`src/rtl/sort_pkg.sv`:
```
/*
 * sort engine package
 * group size, slot and channel types, FSM state encodings
 */
package sort_pkg;

  // records per group, the network is fixed at four
  localparam int group_items = 4;

  // position of a record inside a group
  typedef logic [1:0] slot_t;

  // client channel number
  typedef logic [0:0] chan_t;

  // arbiter FSM
  // idle picks a channel, locked holds it for a whole group
  typedef enum logic {
    arb_idle,
    arb_locked
  } arb_state_e;

  // emitter FSM
  // empty accepts a sorted group, busy streams it out
  typedef enum logic {
    emit_empty,
    emit_busy
  } emit_state_e;

endpackage

```
`src/rtl/compare_and_swap.sv`:
```
/*
 * compare and swap cell
 * orders two records by a key bit field, smaller key on the low side
 */
`timescale 1ns/1ps

module compare_and_swap #(
  parameter int data_w_p             = 16,
  parameter int key_hi_p             = 15,
  parameter int key_lo_p             = 8,
  parameter bit cond_swap_on_equal_p = 1'b0
) (
  input  logic [data_w_p-1:0] a_i,
  input  logic [data_w_p-1:0] b_i,
  input  logic                swap_on_equal_i,
  output logic [data_w_p-1:0] lo_o,
  output logic [data_w_p-1:0] hi_o,
  output logic                swapped_o
);

  logic [key_hi_p-key_lo_p:0] key_a;
  logic [key_hi_p-key_lo_p:0] key_b;
  logic                       keys_equal;
  logic                       do_swap;

  // key is an inclusive bit range, everything else is payload
  assign key_a = a_i[key_hi_p:key_lo_p];
  assign key_b = b_i[key_hi_p:key_lo_p];

  assign keys_equal = (key_a == key_b);

  // strictly greater always swaps
  // equal keys swap only when the instance is built for it and asked to
  assign do_swap = (key_a > key_b)
                || (keys_equal && cond_swap_on_equal_p && swap_on_equal_i);

  assign lo_o      = do_swap ? b_i : a_i;
  assign hi_o      = do_swap ? a_i : b_i;
  assign swapped_o = do_swap;

endmodule

```
`src/rtl/sort4_stable.sv`:
```
/*
 * stable four record sorting network
 * five compare and swap cells, ascending key, equal keys keep arrival order
 */
`timescale 1ns/1ps

module sort4_stable #(
  parameter int data_w_p = 16,
  parameter int key_hi_p = 15,
  parameter int key_lo_p = 8
) (
  input  logic                clk_i,
  input  logic [data_w_p-1:0] in0_i,
  input  logic [data_w_p-1:0] in1_i,
  input  logic [data_w_p-1:0] in2_i,
  input  logic [data_w_p-1:0] in3_i,
  output logic [data_w_p-1:0] out0_o,
  output logic [data_w_p-1:0] out1_o,
  output logic [data_w_p-1:0] out2_o,
  output logic [data_w_p-1:0] out3_o
);

  // records after stage one and stage two
  logic [data_w_p-1:0]        s1 [sort_pkg::group_items];
  logic [data_w_p-1:0]        s2 [sort_pkg::group_items];
  logic                       swapped_2_0;
  logic                       swapped_3_1;
  logic [key_hi_p-key_lo_p:0] k0;
  logic [key_hi_p-key_lo_p:0] k1;
  logic [key_hi_p-key_lo_p:0] k2;
  logic [key_hi_p-key_lo_p:0] k3;

  // stage one orders the adjacent pairs <1,0> and <3,2>
  compare_and_swap #(.data_w_p(data_w_p), .key_hi_p(key_hi_p), .key_lo_p(key_lo_p)) cas_1_0 (
    .a_i(in0_i), .b_i(in1_i), .swap_on_equal_i(1'b0),
    .lo_o(s1[0]), .hi_o(s1[1]), .swapped_o()
  );

  compare_and_swap #(.data_w_p(data_w_p), .key_hi_p(key_hi_p), .key_lo_p(key_lo_p)) cas_3_2 (
    .a_i(in2_i), .b_i(in3_i), .swap_on_equal_i(1'b0),
    .lo_o(s1[2]), .hi_o(s1[3]), .swapped_o()
  );

  // stage two merges the pairs through <2,0> and <3,1>
  // either swap can leave a later record ahead of an earlier one with the same key
  compare_and_swap #(.data_w_p(data_w_p), .key_hi_p(key_hi_p), .key_lo_p(key_lo_p)) cas_2_0 (
    .a_i(s1[0]), .b_i(s1[2]), .swap_on_equal_i(1'b0),
    .lo_o(s2[0]), .hi_o(s2[2]), .swapped_o(swapped_2_0)
  );

  compare_and_swap #(.data_w_p(data_w_p), .key_hi_p(key_hi_p), .key_lo_p(key_lo_p)) cas_3_1 (
    .a_i(s1[1]), .b_i(s1[3]), .swap_on_equal_i(1'b0),
    .lo_o(s2[1]), .hi_o(s2[3]), .swapped_o(swapped_3_1)
  );

  // stage three orders the middle pair <2,1>
  // after any stage two swap the upper middle record arrived first,
  // so equal keys swap back into arrival order
  compare_and_swap #(
    .data_w_p(data_w_p), .key_hi_p(key_hi_p), .key_lo_p(key_lo_p),
    .cond_swap_on_equal_p(1'b1)
  ) cas_2_1 (
    .a_i(s2[1]), .b_i(s2[2]), .swap_on_equal_i(swapped_2_0 || swapped_3_1),
    .lo_o(out1_o), .hi_o(out2_o), .swapped_o()
  );

  // outer records are final after stage two
  assign out0_o = s2[0];
  assign out3_o = s2[3];

  assign k0 = out0_o[key_hi_p:key_lo_p];
  assign k1 = out1_o[key_hi_p:key_lo_p];
  assign k2 = out2_o[key_hi_p:key_lo_p];
  assign k3 = out3_o[key_hi_p:key_lo_p];

  // keys leave the network in non decreasing order
  // inputs are unknown until the gather has filled its first group
  a_keys_ordered : assert property (
    @(posedge clk_i) disable iff ($isunknown({in0_i, in1_i, in2_i, in3_i}))
    (k0 <= k1) && (k1 <= k2) && (k2 <= k3)
  ) else $error("sort4_stable: output keys out of order");

endmodule

```
`src/rtl/group_arbiter.sv`:
```
/*
 * group arbiter
 * round robin over two channels, grant held for a whole group of records
 */
`timescale 1ns/1ps

module group_arbiter #(
  parameter int data_w_p = 16
) (
  input  logic                clk_i,
  input  logic                rst_n_i,
  input  logic                in0_valid_i,
  input  logic [data_w_p-1:0] in0_data_i,
  output logic                in0_ready_o,
  input  logic                in1_valid_i,
  input  logic [data_w_p-1:0] in1_data_i,
  output logic                in1_ready_o,
  output logic                rec_valid_o,
  output logic [data_w_p-1:0] rec_data_o,
  output sort_pkg::chan_t     rec_chan_o,
  input  logic                rec_ready_i
);

  sort_pkg::arb_state_e state_q;
  sort_pkg::chan_t      grant_q;
  sort_pkg::chan_t      pick;
  sort_pkg::slot_t      cnt_q;
  logic                 locked;
  logic                 xfer;
  logic                 last_xfer;

  // both waiting means the one not served last time wins
  // grant_q resets to channel 1 so channel 0 goes first
  always_comb begin
    if (in0_valid_i && in1_valid_i) begin
      pick = ~grant_q;
    end else if (in1_valid_i) begin
      pick = sort_pkg::chan_t'(1);
    end else begin
      pick = sort_pkg::chan_t'(0);
    end
  end

  assign locked = (state_q == sort_pkg::arb_locked);

  // only the granted channel sees the downstream ready
  assign in0_ready_o = locked && (grant_q == sort_pkg::chan_t'(0)) && rec_ready_i;
  assign in1_ready_o = locked && (grant_q == sort_pkg::chan_t'(1)) && rec_ready_i;

  assign rec_valid_o = locked && (grant_q[0] ? in1_valid_i : in0_valid_i);
  assign rec_data_o  = grant_q[0] ? in1_data_i : in0_data_i;
  assign rec_chan_o  = grant_q;

  assign xfer      = rec_valid_o && rec_ready_i;
  assign last_xfer = xfer && (cnt_q == sort_pkg::slot_t'(sort_pkg::group_items - 1));

  always_ff @(posedge clk_i) begin
    if (!rst_n_i) begin
      state_q <= sort_pkg::arb_idle;
      grant_q <= sort_pkg::chan_t'(1);
      cnt_q   <= '0;
    end else begin
      case (state_q)
        sort_pkg::arb_idle: begin
          if (in0_valid_i || in1_valid_i) begin
            state_q <= sort_pkg::arb_locked;
            grant_q <= pick;
            cnt_q   <= '0;
          end
        end
        sort_pkg::arb_locked: begin
          // count records of the group, counter wraps to zero on the fourth
          if (xfer) begin
            cnt_q <= cnt_q + sort_pkg::slot_t'(1);
          end
          if (last_xfer) begin
            state_q <= sort_pkg::arb_idle;
          end
        end
        default: state_q <= sort_pkg::arb_idle;
      endcase
    end
  end

  // a record is only ever taken from one client at a time
  a_one_ready : assert property (
    @(posedge clk_i) disable iff (!rst_n_i) !(in0_ready_o && in1_ready_o)
  ) else $error("group_arbiter: both channel readies high");

endmodule

```
`src/rtl/group_gather.sv`:
```
/*
 * group gather
 * collects four records of one channel and holds them until taken
 */
`timescale 1ns/1ps

module group_gather #(
  parameter int data_w_p = 16
) (
  input  logic                clk_i,
  input  logic                rst_n_i,
  input  logic                rec_valid_i,
  input  logic [data_w_p-1:0] rec_data_i,
  input  sort_pkg::chan_t     rec_chan_i,
  output logic                rec_ready_o,
  output logic                grp_valid_o,
  output logic [data_w_p-1:0] grp_data0_o,
  output logic [data_w_p-1:0] grp_data1_o,
  output logic [data_w_p-1:0] grp_data2_o,
  output logic [data_w_p-1:0] grp_data3_o,
  output sort_pkg::chan_t     grp_chan_o,
  input  logic                grp_ready_i
);

  logic [data_w_p-1:0] slot_q [sort_pkg::group_items];
  sort_pkg::slot_t     cnt_q;
  sort_pkg::chan_t     chan_q;
  logic                full_q;
  logic                accept;

  // no new records while a complete group waits
  assign rec_ready_o = !full_q;
  assign accept      = rec_valid_i && rec_ready_o;

  always_ff @(posedge clk_i) begin
    if (!rst_n_i) begin
      cnt_q  <= '0;
      full_q <= 1'b0;
    end else begin
      if (accept) begin
        cnt_q <= cnt_q + sort_pkg::slot_t'(1);
        // fourth record completes the group
        if (cnt_q == sort_pkg::slot_t'(sort_pkg::group_items - 1)) begin
          full_q <= 1'b1;
        end
      end
      if (full_q && grp_ready_i) begin
        full_q <= 1'b0;
      end
    end
  end

  // payload, written in arrival order
  always_ff @(posedge clk_i) begin
    if (accept) begin
      slot_q[cnt_q] <= rec_data_i;
      chan_q        <= rec_chan_i;
    end
  end

  assign grp_valid_o = full_q;
  assign grp_data0_o = slot_q[0];
  assign grp_data1_o = slot_q[1];
  assign grp_data2_o = slot_q[2];
  assign grp_data3_o = slot_q[3];
  assign grp_chan_o  = chan_q;

  // the arbiter keeps one channel for the whole group,
  // so every record after the first repeats the latched channel
  a_chan_locked : assert property (
    @(posedge clk_i) disable iff (!rst_n_i)
    accept && (cnt_q != '0) |-> (rec_chan_i == chan_q)
  ) else $error("group_gather: channel changed inside a group");

endmodule

```
`src/rtl/group_emitter.sv`:
```
/*
 * group emitter
 * loads a sorted group and sends it one record per cycle with back-pressure
 */
`timescale 1ns/1ps

module group_emitter #(
  parameter int data_w_p = 16
) (
  input  logic                clk_i,
  input  logic                rst_n_i,
  input  logic                grp_valid_i,
  input  logic [data_w_p-1:0] grp_data0_i,
  input  logic [data_w_p-1:0] grp_data1_i,
  input  logic [data_w_p-1:0] grp_data2_i,
  input  logic [data_w_p-1:0] grp_data3_i,
  input  sort_pkg::chan_t     grp_chan_i,
  output logic                grp_ready_o,
  output logic                out_valid_o,
  output logic [data_w_p-1:0] out_data_o,
  output sort_pkg::chan_t     out_chan_o,
  output logic                out_last_o,
  input  logic                out_ready_i
);

  sort_pkg::emit_state_e state_q;
  sort_pkg::slot_t       idx_q;
  sort_pkg::chan_t       chan_q;
  logic [data_w_p-1:0]   buf_q [sort_pkg::group_items];
  logic                  load;
  logic                  xfer;
  logic                  at_last;

  assign grp_ready_o = (state_q == sort_pkg::emit_empty);
  assign load        = grp_valid_i && grp_ready_o;

  assign out_valid_o = (state_q == sort_pkg::emit_busy);
  assign xfer        = out_valid_o && out_ready_i;
  assign at_last     = (idx_q == sort_pkg::slot_t'(sort_pkg::group_items - 1));

  assign out_data_o = buf_q[idx_q];
  assign out_chan_o = chan_q;
  assign out_last_o = out_valid_o && at_last;

  always_ff @(posedge clk_i) begin
    if (!rst_n_i) begin
      state_q <= sort_pkg::emit_empty;
      idx_q   <= '0;
    end else begin
      case (state_q)
        sort_pkg::emit_empty: begin
          if (grp_valid_i) begin
            state_q <= sort_pkg::emit_busy;
            idx_q   <= '0;
          end
        end
        sort_pkg::emit_busy: begin
          // step one slot per accepted record, index wraps after the last
          if (xfer) begin
            idx_q <= idx_q + sort_pkg::slot_t'(1);
            if (at_last) begin
              state_q <= sort_pkg::emit_empty;
            end
          end
        end
        default: state_q <= sort_pkg::emit_empty;
      endcase
    end
  end

  // sorted group and its channel, captured when the group is taken
  always_ff @(posedge clk_i) begin
    if (load) begin
      buf_q[0] <= grp_data0_i;
      buf_q[1] <= grp_data1_i;
      buf_q[2] <= grp_data2_i;
      buf_q[3] <= grp_data3_i;
      chan_q   <= grp_chan_i;
    end
  end

  // a stalled record stays offered and unchanged until it is taken
  a_hold_stall : assert property (
    @(posedge clk_i) disable iff (!rst_n_i)
    out_valid_o && !out_ready_i |=> out_valid_o && $stable(out_data_o)
  ) else $error("group_emitter: output changed while stalled");

endmodule

```
`src/rtl/sort_engine_top.sv`:
```
/*
 * sort engine top level
 * two client channels, group arbiter, gather, stable sort network, emitter
 */
`timescale 1ns/1ps

module sort_engine_top #(
  parameter int data_w_p = 16,
  parameter int key_hi_p = 15,
  parameter int key_lo_p = 8
) (
  input  logic                clk_i,
  input  logic                rst_n_i,
  input  logic                in0_valid_i,
  input  logic [data_w_p-1:0] in0_data_i,
  output logic                in0_ready_o,
  input  logic                in1_valid_i,
  input  logic [data_w_p-1:0] in1_data_i,
  output logic                in1_ready_o,
  output logic                out_valid_o,
  output logic [data_w_p-1:0] out_data_o,
  output sort_pkg::chan_t     out_chan_o,
  output logic                out_last_o,
  input  logic                out_ready_i
);

  // arbiter to gather
  logic                rec_valid;
  logic [data_w_p-1:0] rec_data;
  sort_pkg::chan_t     rec_chan;
  logic                rec_ready;

  // gather to sorter and emitter
  logic                grp_valid;
  logic [data_w_p-1:0] grp_data0;
  logic [data_w_p-1:0] grp_data1;
  logic [data_w_p-1:0] grp_data2;
  logic [data_w_p-1:0] grp_data3;
  sort_pkg::chan_t     grp_chan;
  logic                grp_ready;

  // sorter to emitter, same cycle
  logic [data_w_p-1:0] sorted0;
  logic [data_w_p-1:0] sorted1;
  logic [data_w_p-1:0] sorted2;
  logic [data_w_p-1:0] sorted3;

  group_arbiter #(.data_w_p(data_w_p)) u_arbiter (
    .clk_i, .rst_n_i,
    .in0_valid_i, .in0_data_i, .in0_ready_o,
    .in1_valid_i, .in1_data_i, .in1_ready_o,
    .rec_valid_o(rec_valid), .rec_data_o(rec_data),
    .rec_chan_o(rec_chan), .rec_ready_i(rec_ready)
  );

  group_gather #(.data_w_p(data_w_p)) u_gather (
    .clk_i, .rst_n_i,
    .rec_valid_i(rec_valid), .rec_data_i(rec_data),
    .rec_chan_i(rec_chan), .rec_ready_o(rec_ready),
    .grp_valid_o(grp_valid),
    .grp_data0_o(grp_data0), .grp_data1_o(grp_data1),
    .grp_data2_o(grp_data2), .grp_data3_o(grp_data3),
    .grp_chan_o(grp_chan), .grp_ready_i(grp_ready)
  );

  sort4_stable #(.data_w_p(data_w_p), .key_hi_p(key_hi_p), .key_lo_p(key_lo_p)) u_sort (
    .clk_i,
    .in0_i(grp_data0), .in1_i(grp_data1), .in2_i(grp_data2), .in3_i(grp_data3),
    .out0_o(sorted0), .out1_o(sorted1), .out2_o(sorted2), .out3_o(sorted3)
  );

  group_emitter #(.data_w_p(data_w_p)) u_emitter (
    .clk_i, .rst_n_i,
    .grp_valid_i(grp_valid),
    .grp_data0_i(sorted0), .grp_data1_i(sorted1),
    .grp_data2_i(sorted2), .grp_data3_i(sorted3),
    .grp_chan_i(grp_chan), .grp_ready_o(grp_ready),
    .out_valid_o, .out_data_o, .out_chan_o, .out_last_o, .out_ready_i
  );

endmodule

```
`config.mk`:
```
export PLATFORM = sky130hd
export DESIGN_NAME = sort_engine_top
export DESIGN_NICKNAME = d
export VERILOG_FILES = /design/src/rtl/sort_pkg.sv /design/src/rtl/compare_and_swap.sv /design/src/rtl/sort4_stable.sv /design/src/rtl/group_arbiter.sv /design/src/rtl/group_gather.sv /design/src/rtl/group_emitter.sv /design/src/rtl/sort_engine_top.sv
export SDC_FILE = /design/constraint.sdc
export NUM_CORES = 1
export LEC_CHECK = 0
export BUFFER_PORTS_ARGS = -buffer_cell sky130_fd_sc_hd__buf_2
export CORE_ASPECT_RATIO = 1.5
export CORE_MARGIN = 2
export CORE_UTILIZATION = 63
export CTS_BUF_LIST = sky130_fd_sc_hd__clkbuf_4 sky130_fd_sc_hd__clkbuf_8
export DETAILED_ROUTE_END_ITERATION = 8
export GPL_TIMING_DRIVEN = 1
export MAX_ROUTING_LAYER = met4
export PLACE_DENSITY = 0.88
export REMOVE_ABC_BUFFERS = 1
export SKIP_CTS_REPAIR_TIMING = 1
export SYNTH_ARGS = -nofsm -noshare
export SYNTH_HDL_FRONTEND = slang
export SYNTH_SLANG_ARGS = --single-unit
```
`constraint.sdc`:
```
create_clock -name clk_i -period 7.1 [get_ports clk_i]
set_input_delay 0.355 -clock clk_i [delete_from_list [all_inputs] [get_ports clk_i]]
set_output_delay 0.355 -clock clk_i [all_outputs]
set_load 0.05 [all_outputs]
```
# Yosys cells after proc, flatten, opt, wreduce, memory -nomap -nowiden
# Memories as Yosys holds them, arrays and structs flattened. A register that Yosys moved wholly into a read port is not among the register bits.
# Index checks and enable logic that the tools add are counted.
word_totals:
  register_bits: 12
  latchBits: 0
  ramBits: 128
  mem_bits_ro: 0
  inputBits: 37
  elab_cells: 85
  mem_count: 2
mem_list:
  columns: ["name", "words", "word_bits", "rd", "rd_clocked_by_memory_dff", "write_ports", "line_no", "rtl"]
  rows:
  - ["u_emitter.buf_q", 4, 16, 1, 1, 4, "group_emitter.sv:29", "logic [data_w_p-1:0] buf_q [sort_pkg::group_items];"]
  - ["u_gather.slot_q", 4, 16, 4, 0, 1, "group_gather.sv:25", "logic [data_w_p-1:0] slot_q [sort_pkg::group_items];"]
classes:
  addsub: 3
  n_mul: 0
  div_mod_pow: 0
  n_lt_le_gt_ge: 5
  n_eq_ne: 8
  shifts: 0
  n_mux: 33
  bitwise_logic: 4
  n_reduce_logical: 21
ops:
  columns: ["cell", "n"]
  rows:
  - ["$mux W16", 11]
  - ["$gt A8 B8 Y1", 5]
  - ["$logic_and A1 B1 Y1", 12]
  - ["$mux W1", 12]
  - ["$mux W2", 6]
  - ["$eq A8 B8 Y1", 1]
  - ["$pmux W2 S2", 2]
  - ["$reduce_and A2 Y1", 4]
  - ["$add A2 B1 Y2 const B", 3]
  - ["$eq A2 B2 Y1 const B", 3]
  - ["$ne A2 B2 Y1 const B", 3]
  - ["$not A1 Y1", 4]
  - ["$pmux W1 S2", 2]
  - ["$logic_or A1 B1 Y1", 3]
  - ["$ne A2 B1 Y1 const B", 1]
  - ["$reduce_or A2 Y1", 1]
  - ["$logic_not A1 Y1", 1]

# Depth between registers and ports, before layout
# An unclocked memory read counts as a cell.
depth:
  ltp_word: 9
  ltp_mapped: 29
  depth_no_buf: 26

# Hierarchy
# From an unflattened synthesis, not the netlist that was laid out.
hier_totals:
  cells_unflattened: 678
  hier_area_um2: 9096.2
modules_own_cells:
  columns: ["mod", "n_inst", "cells_each", "area_per_inst_um2", "seq_area_each_um2"]
  rows:
  - ["group_emitter", 1, 104, 2568.7, 2052.0]
  - ["group_gather", 1, 89, 2172.1, 2011.9]
  - ["compare_and_swap at u_sort.cas_1_0 ...", 3, 62, 624.3, 0.0]
  - ["compare_and_swap at u_sort.cas_2_0", 1, 190, 1338.8, 0.0]
  - ["compare_and_swap at u_sort.cas_2_1", 1, 65, 724.4, 0.0]
  - ["group_arbiter", 1, 42, 409.1, 80.1]
  - ["sort4_stable", 1, 2, 10.0, 0.0]

# Worst setup path after synthesis
# Ideal clock, no wire load.
synth_timing:
  kind: "reg-to-reg"
  from: "memory u_gather.slot_q[3][9]"
  to: "memory u_emitter.buf_q[2][10], data pin"
  arrival_ns: 5.536
  required_ns: 6.840
  path_slack_ns: 1.304
  path_stages_with_launch: 30
  path_cell_list: "edfxtp_1 inv_1 ha_1 nor2b_1 o211ai_2 a21oi_2 o22ai_2 buf_2 clkbuf_1 nor2_1 a21oi_1 ha_1 a21o_1 a21o_1 a21oi_1 and2_0 o22ai_1 o31ai_2 buf_2 nor2_1 a21oi_1 inv_1 ha_1 a21o_1 a21o_1 a21oi_1 o21ai_0 o22ai_2 buf_4 mux2_2"
synth_lines:
  columns: ["item", "line_no"]
  rows:
  - ["from (decl)", "group_gather.sv:25"]
  - ["to (decl)", "group_emitter.sv:29"]

==> flow_metrics.tcl <==
set metrics [dict create \
    status "finished, final reports clean" \
    rows 50 \
    firstDrtPassIters 5 \
    grt_pass1_vias 5101 \
    avgViaCountPerCell 6.14 \
    synth-edff-count 130 \
    syn_avg_cell_area_um2 13.5 \
    synth_cell_types 49 \
    fin_crit_sh_pct 95.5 \
    p_leak_nw 3.55 \
    gp_congestion 0.877 \
    synth-seq-cells 142 \
    htreeDepth 4 \
    synth_largest_area_cell "edfxtp_1" \
    worst_pin_slew_ns 1.00 \
    stdcell_count 815 \
    drtAntennaViolNets 0 \
    grtUsageTotal_pct 26.3 \
    place_inst 782 \
    crit_fanout 20 \
    min_period_ns 6.78 \
    numCtsBuffers 17 \
    final_cell_area_mm2 0.00875 \
    placed_area_mm2 0.00836 \
    totalPowerFinal_mw 1.94 \
    drv_cap 0 \
    ys_seq_area_share_pct 52.6 \
    finalHoldViolCount 0 \
    hold_class "input port to register" \
    crit_arrival_ns 6.97 \
    ff2ff_path_depth 25 \
    drt_iter0_markers 352 \
    async_flop_share_pct 0 \
    drive_above_1_share_pct 23.8 \
    fmaxAchievable_mhz 148 \
    n_fill_cell 814 \
    setup_ws_ns 0.321 \
    pre_cts_ws_ns 0.382 \
    r2r_start "u_gather.slot_q[0][15]" \
    rsz0062_at_grt "no" \
    r2r-end "u_emitter.buf_q[2][5]" \
    die-area_mm2 0.0134 \
    drt_wl_total_mm 16.3 \
    grt_max_degree 54 \
    post-dp-hpwl_mm 11.6 \
    crit_path_end "u_emitter.buf_q[2][5]" \
    start_util_pct 63.9 \
    holdWs_ns 0.138 \
    maxSlewViolCount 0 \
    drc_errors 0 \
    critPathRequiredTime_ns 7.29 \
    rrSetupSlack_ns 0.32 \
    max-slew-margin-rel_pct 33.3 \
    ys.flop_type "edfxtp_1" \
    die_h_um 141 \
    antenna_cells 0 \
    core_area_mm2 0.0123 \
    synthToLayoutAreaGrowth_pct 11.0 \
    clk_latency_ns 0.44 \
    tns_ns 0 \
    cts-root-buf "clkbuf_8" \
    cts.reportedPaths.clkPinSlew_ns 0.09 \
    synthesis.area_mm2 0.00788 \
    critical_path.startpoint_type "register" \
    yosysWarningCount 0 \
    yosys-top-cells-area "edfxtp_1, mux2i_1, ha_1" \
    vdd_ir_drop_max_v 0.000172 \
    clock_sinks 142 \
    setup_viol 0 \
    cp-end-kind "register" \
    dieWidth_um 95.3 \
    power_density_mw_per_mm2 222 \
    io_buffers 57 \
    final_net_count 726 \
    syn_inst 582 \
    gr-total-overflow 0 \
    synth_top_area_share_pct 49.5 \
    fin_skew_ns 0.0111 \
    antenna_found_initial 0 \
    grt_first_pass_wirelength_mm 25.3 \
    cts_tree "done" \
    ios 58 \
    clockBufferDepth 2 \
    fin_util_pct 71.0 \
    wl_per_cell_um 20.0 \
    crit_start "u_gather.slot_q[0][15]" \
    vias 5002 \
    critPathKind "register to register" \
]
-- placed cells by master (no fill, tap or decap), types with 3 or more instances in the layout --
cell type	count
o211ai_2	3
ha_1	43
a21oi_1	36
mux4_2	16
clkinv_2	3
buf_4	12
dfxtp_1	12
mux2_2	23
buf_2	57
inv_1	42
edfxtp_1	130
inv_6	5
nand4_1	7
a31oi_1	3
nor3b_1	4
nor2_1	30
a21o_1	4
and2_1	9
o21ai_0	8
nor2b_1	7
o211ai_1	3
clkbuf_8	18
mux2i_1	105
nand2_1	14
mux2_1	25
-- logic make-up after synthesis --
logic type	after synthesis	share of synthesized area, %
flops	142	52.6
mux	170	24.9
compound gates	76	6.42
xor+xnor	3	0.334
buf+inv	67	3.67
fa+ha+maj	43	6.83
simple gates	81	5.21
-- flip-flops by register name (all words and copies together), names as in the netlist, named ones only --
register and cells:
u_arbiter.locked 1, u_gather.grp_chan_o 1, u_gather.slot_q 64, u_gather.cnt_q 2, u_emitter.idx_q 2, u_emitter.out_chan_o 1, u_emitter.out_valid_o 1, u_arbiter.rec_chan_o 1
u_arbiter.cnt_q 2, u_gather.grp_valid_o 1, u_emitter.buf_q 64
-- synth_stat cells, drive strengths merged, types with 2 or more instances --
cell type / count
a211oi: 2
nand2b: 2
nor2: 30
nor3b: 4
xnor2: 2
mux4: 16
inv: 42
a21boi: 2
buf: 17
a31oi: 3
and2: 11
a21oi: 38
nor2b: 9
mux2: 48
ha: 43
a21o: 4
o21ai: 10
mux2i: 106
clkbuf: 8
dfxtp: 12
o22ai: 4
nand2: 14
o211ai: 6
edfxtp: 130
nand4: 8
-- report_power, final --
part	internal (mW)	total, mW	leakage [nW]	switching, mW
clock network	0.293	0.625	0.193	0.332
registers	0.949	0.960	1.27	0.0105
logic	0.157	0.356	2.09	0.199
total	1.40	1.94	3.55	0.542
-- critical path: stages (launching register included) --
cell and delay [ns]:
edfxtp_1 0.43, ha_1 0.35, nand4_1 0.32, a21oi_2 0.41, o22ai_4 0.21, a21oi_1 0.34
inv_1 0.12, ha_1 0.34, a21o_1 0.17, a21o_1 0.18, a21oi_1 0.20, and2_0 0.22
o22ai_1 0.16, o31ai_4 0.27, buf_4 0.34, nor2_1 0.07, a21oi_1 0.26, inv_1 0.08
ha_1 0.19, a21o_1 0.16, a21o_1 0.18, a21oi_1 0.17, o21ai_0 0.12, o22ai_2 0.51
buf_4 0.35, mux2_1 0.36
-- layer usage --
layer | track usage, % | part of all wire, %
met2 | 44.3 | 53
met1 | 29.6 | 39
met5 | - | 0
met3 | 5.88 | 4.7
met4 | 11.6 | 2.9
-- how the worst min path moves through the flow --
stage                              from                     to  slack (ns)  depth (start not counted)
global route                out_ready_i  u_emitter.out_valid_o        0.14                          2
floorplan           u_gather.grp_chan_o   u_emitter.out_chan_o        0.40                          0
finish                      out_ready_i  u_emitter.out_valid_o        0.14                          2
detailed placement  u_gather.grp_chan_o   u_emitter.out_chan_o        0.44                          0
global placement    u_gather.grp_chan_o   u_emitter.out_chan_o        0.41                          0
CTS                         out_ready_i  u_emitter.out_valid_o        0.11                          2
-- cell type report --
class                           instances  area [um^2]  share of cell area (%)
Sequential cell                       142         4140                    47.4
Timing Repair Buffer                   69          375                    4.29
Clock inverter                         14          133                    1.52
Multi-Input combinational cell        374         3500                    40.0
Tap cell                              156          195                    2.23
Inverter                               42          158                    1.80
Clock buffer                           18          248                    2.83
(Power assumes the default switching activity.)
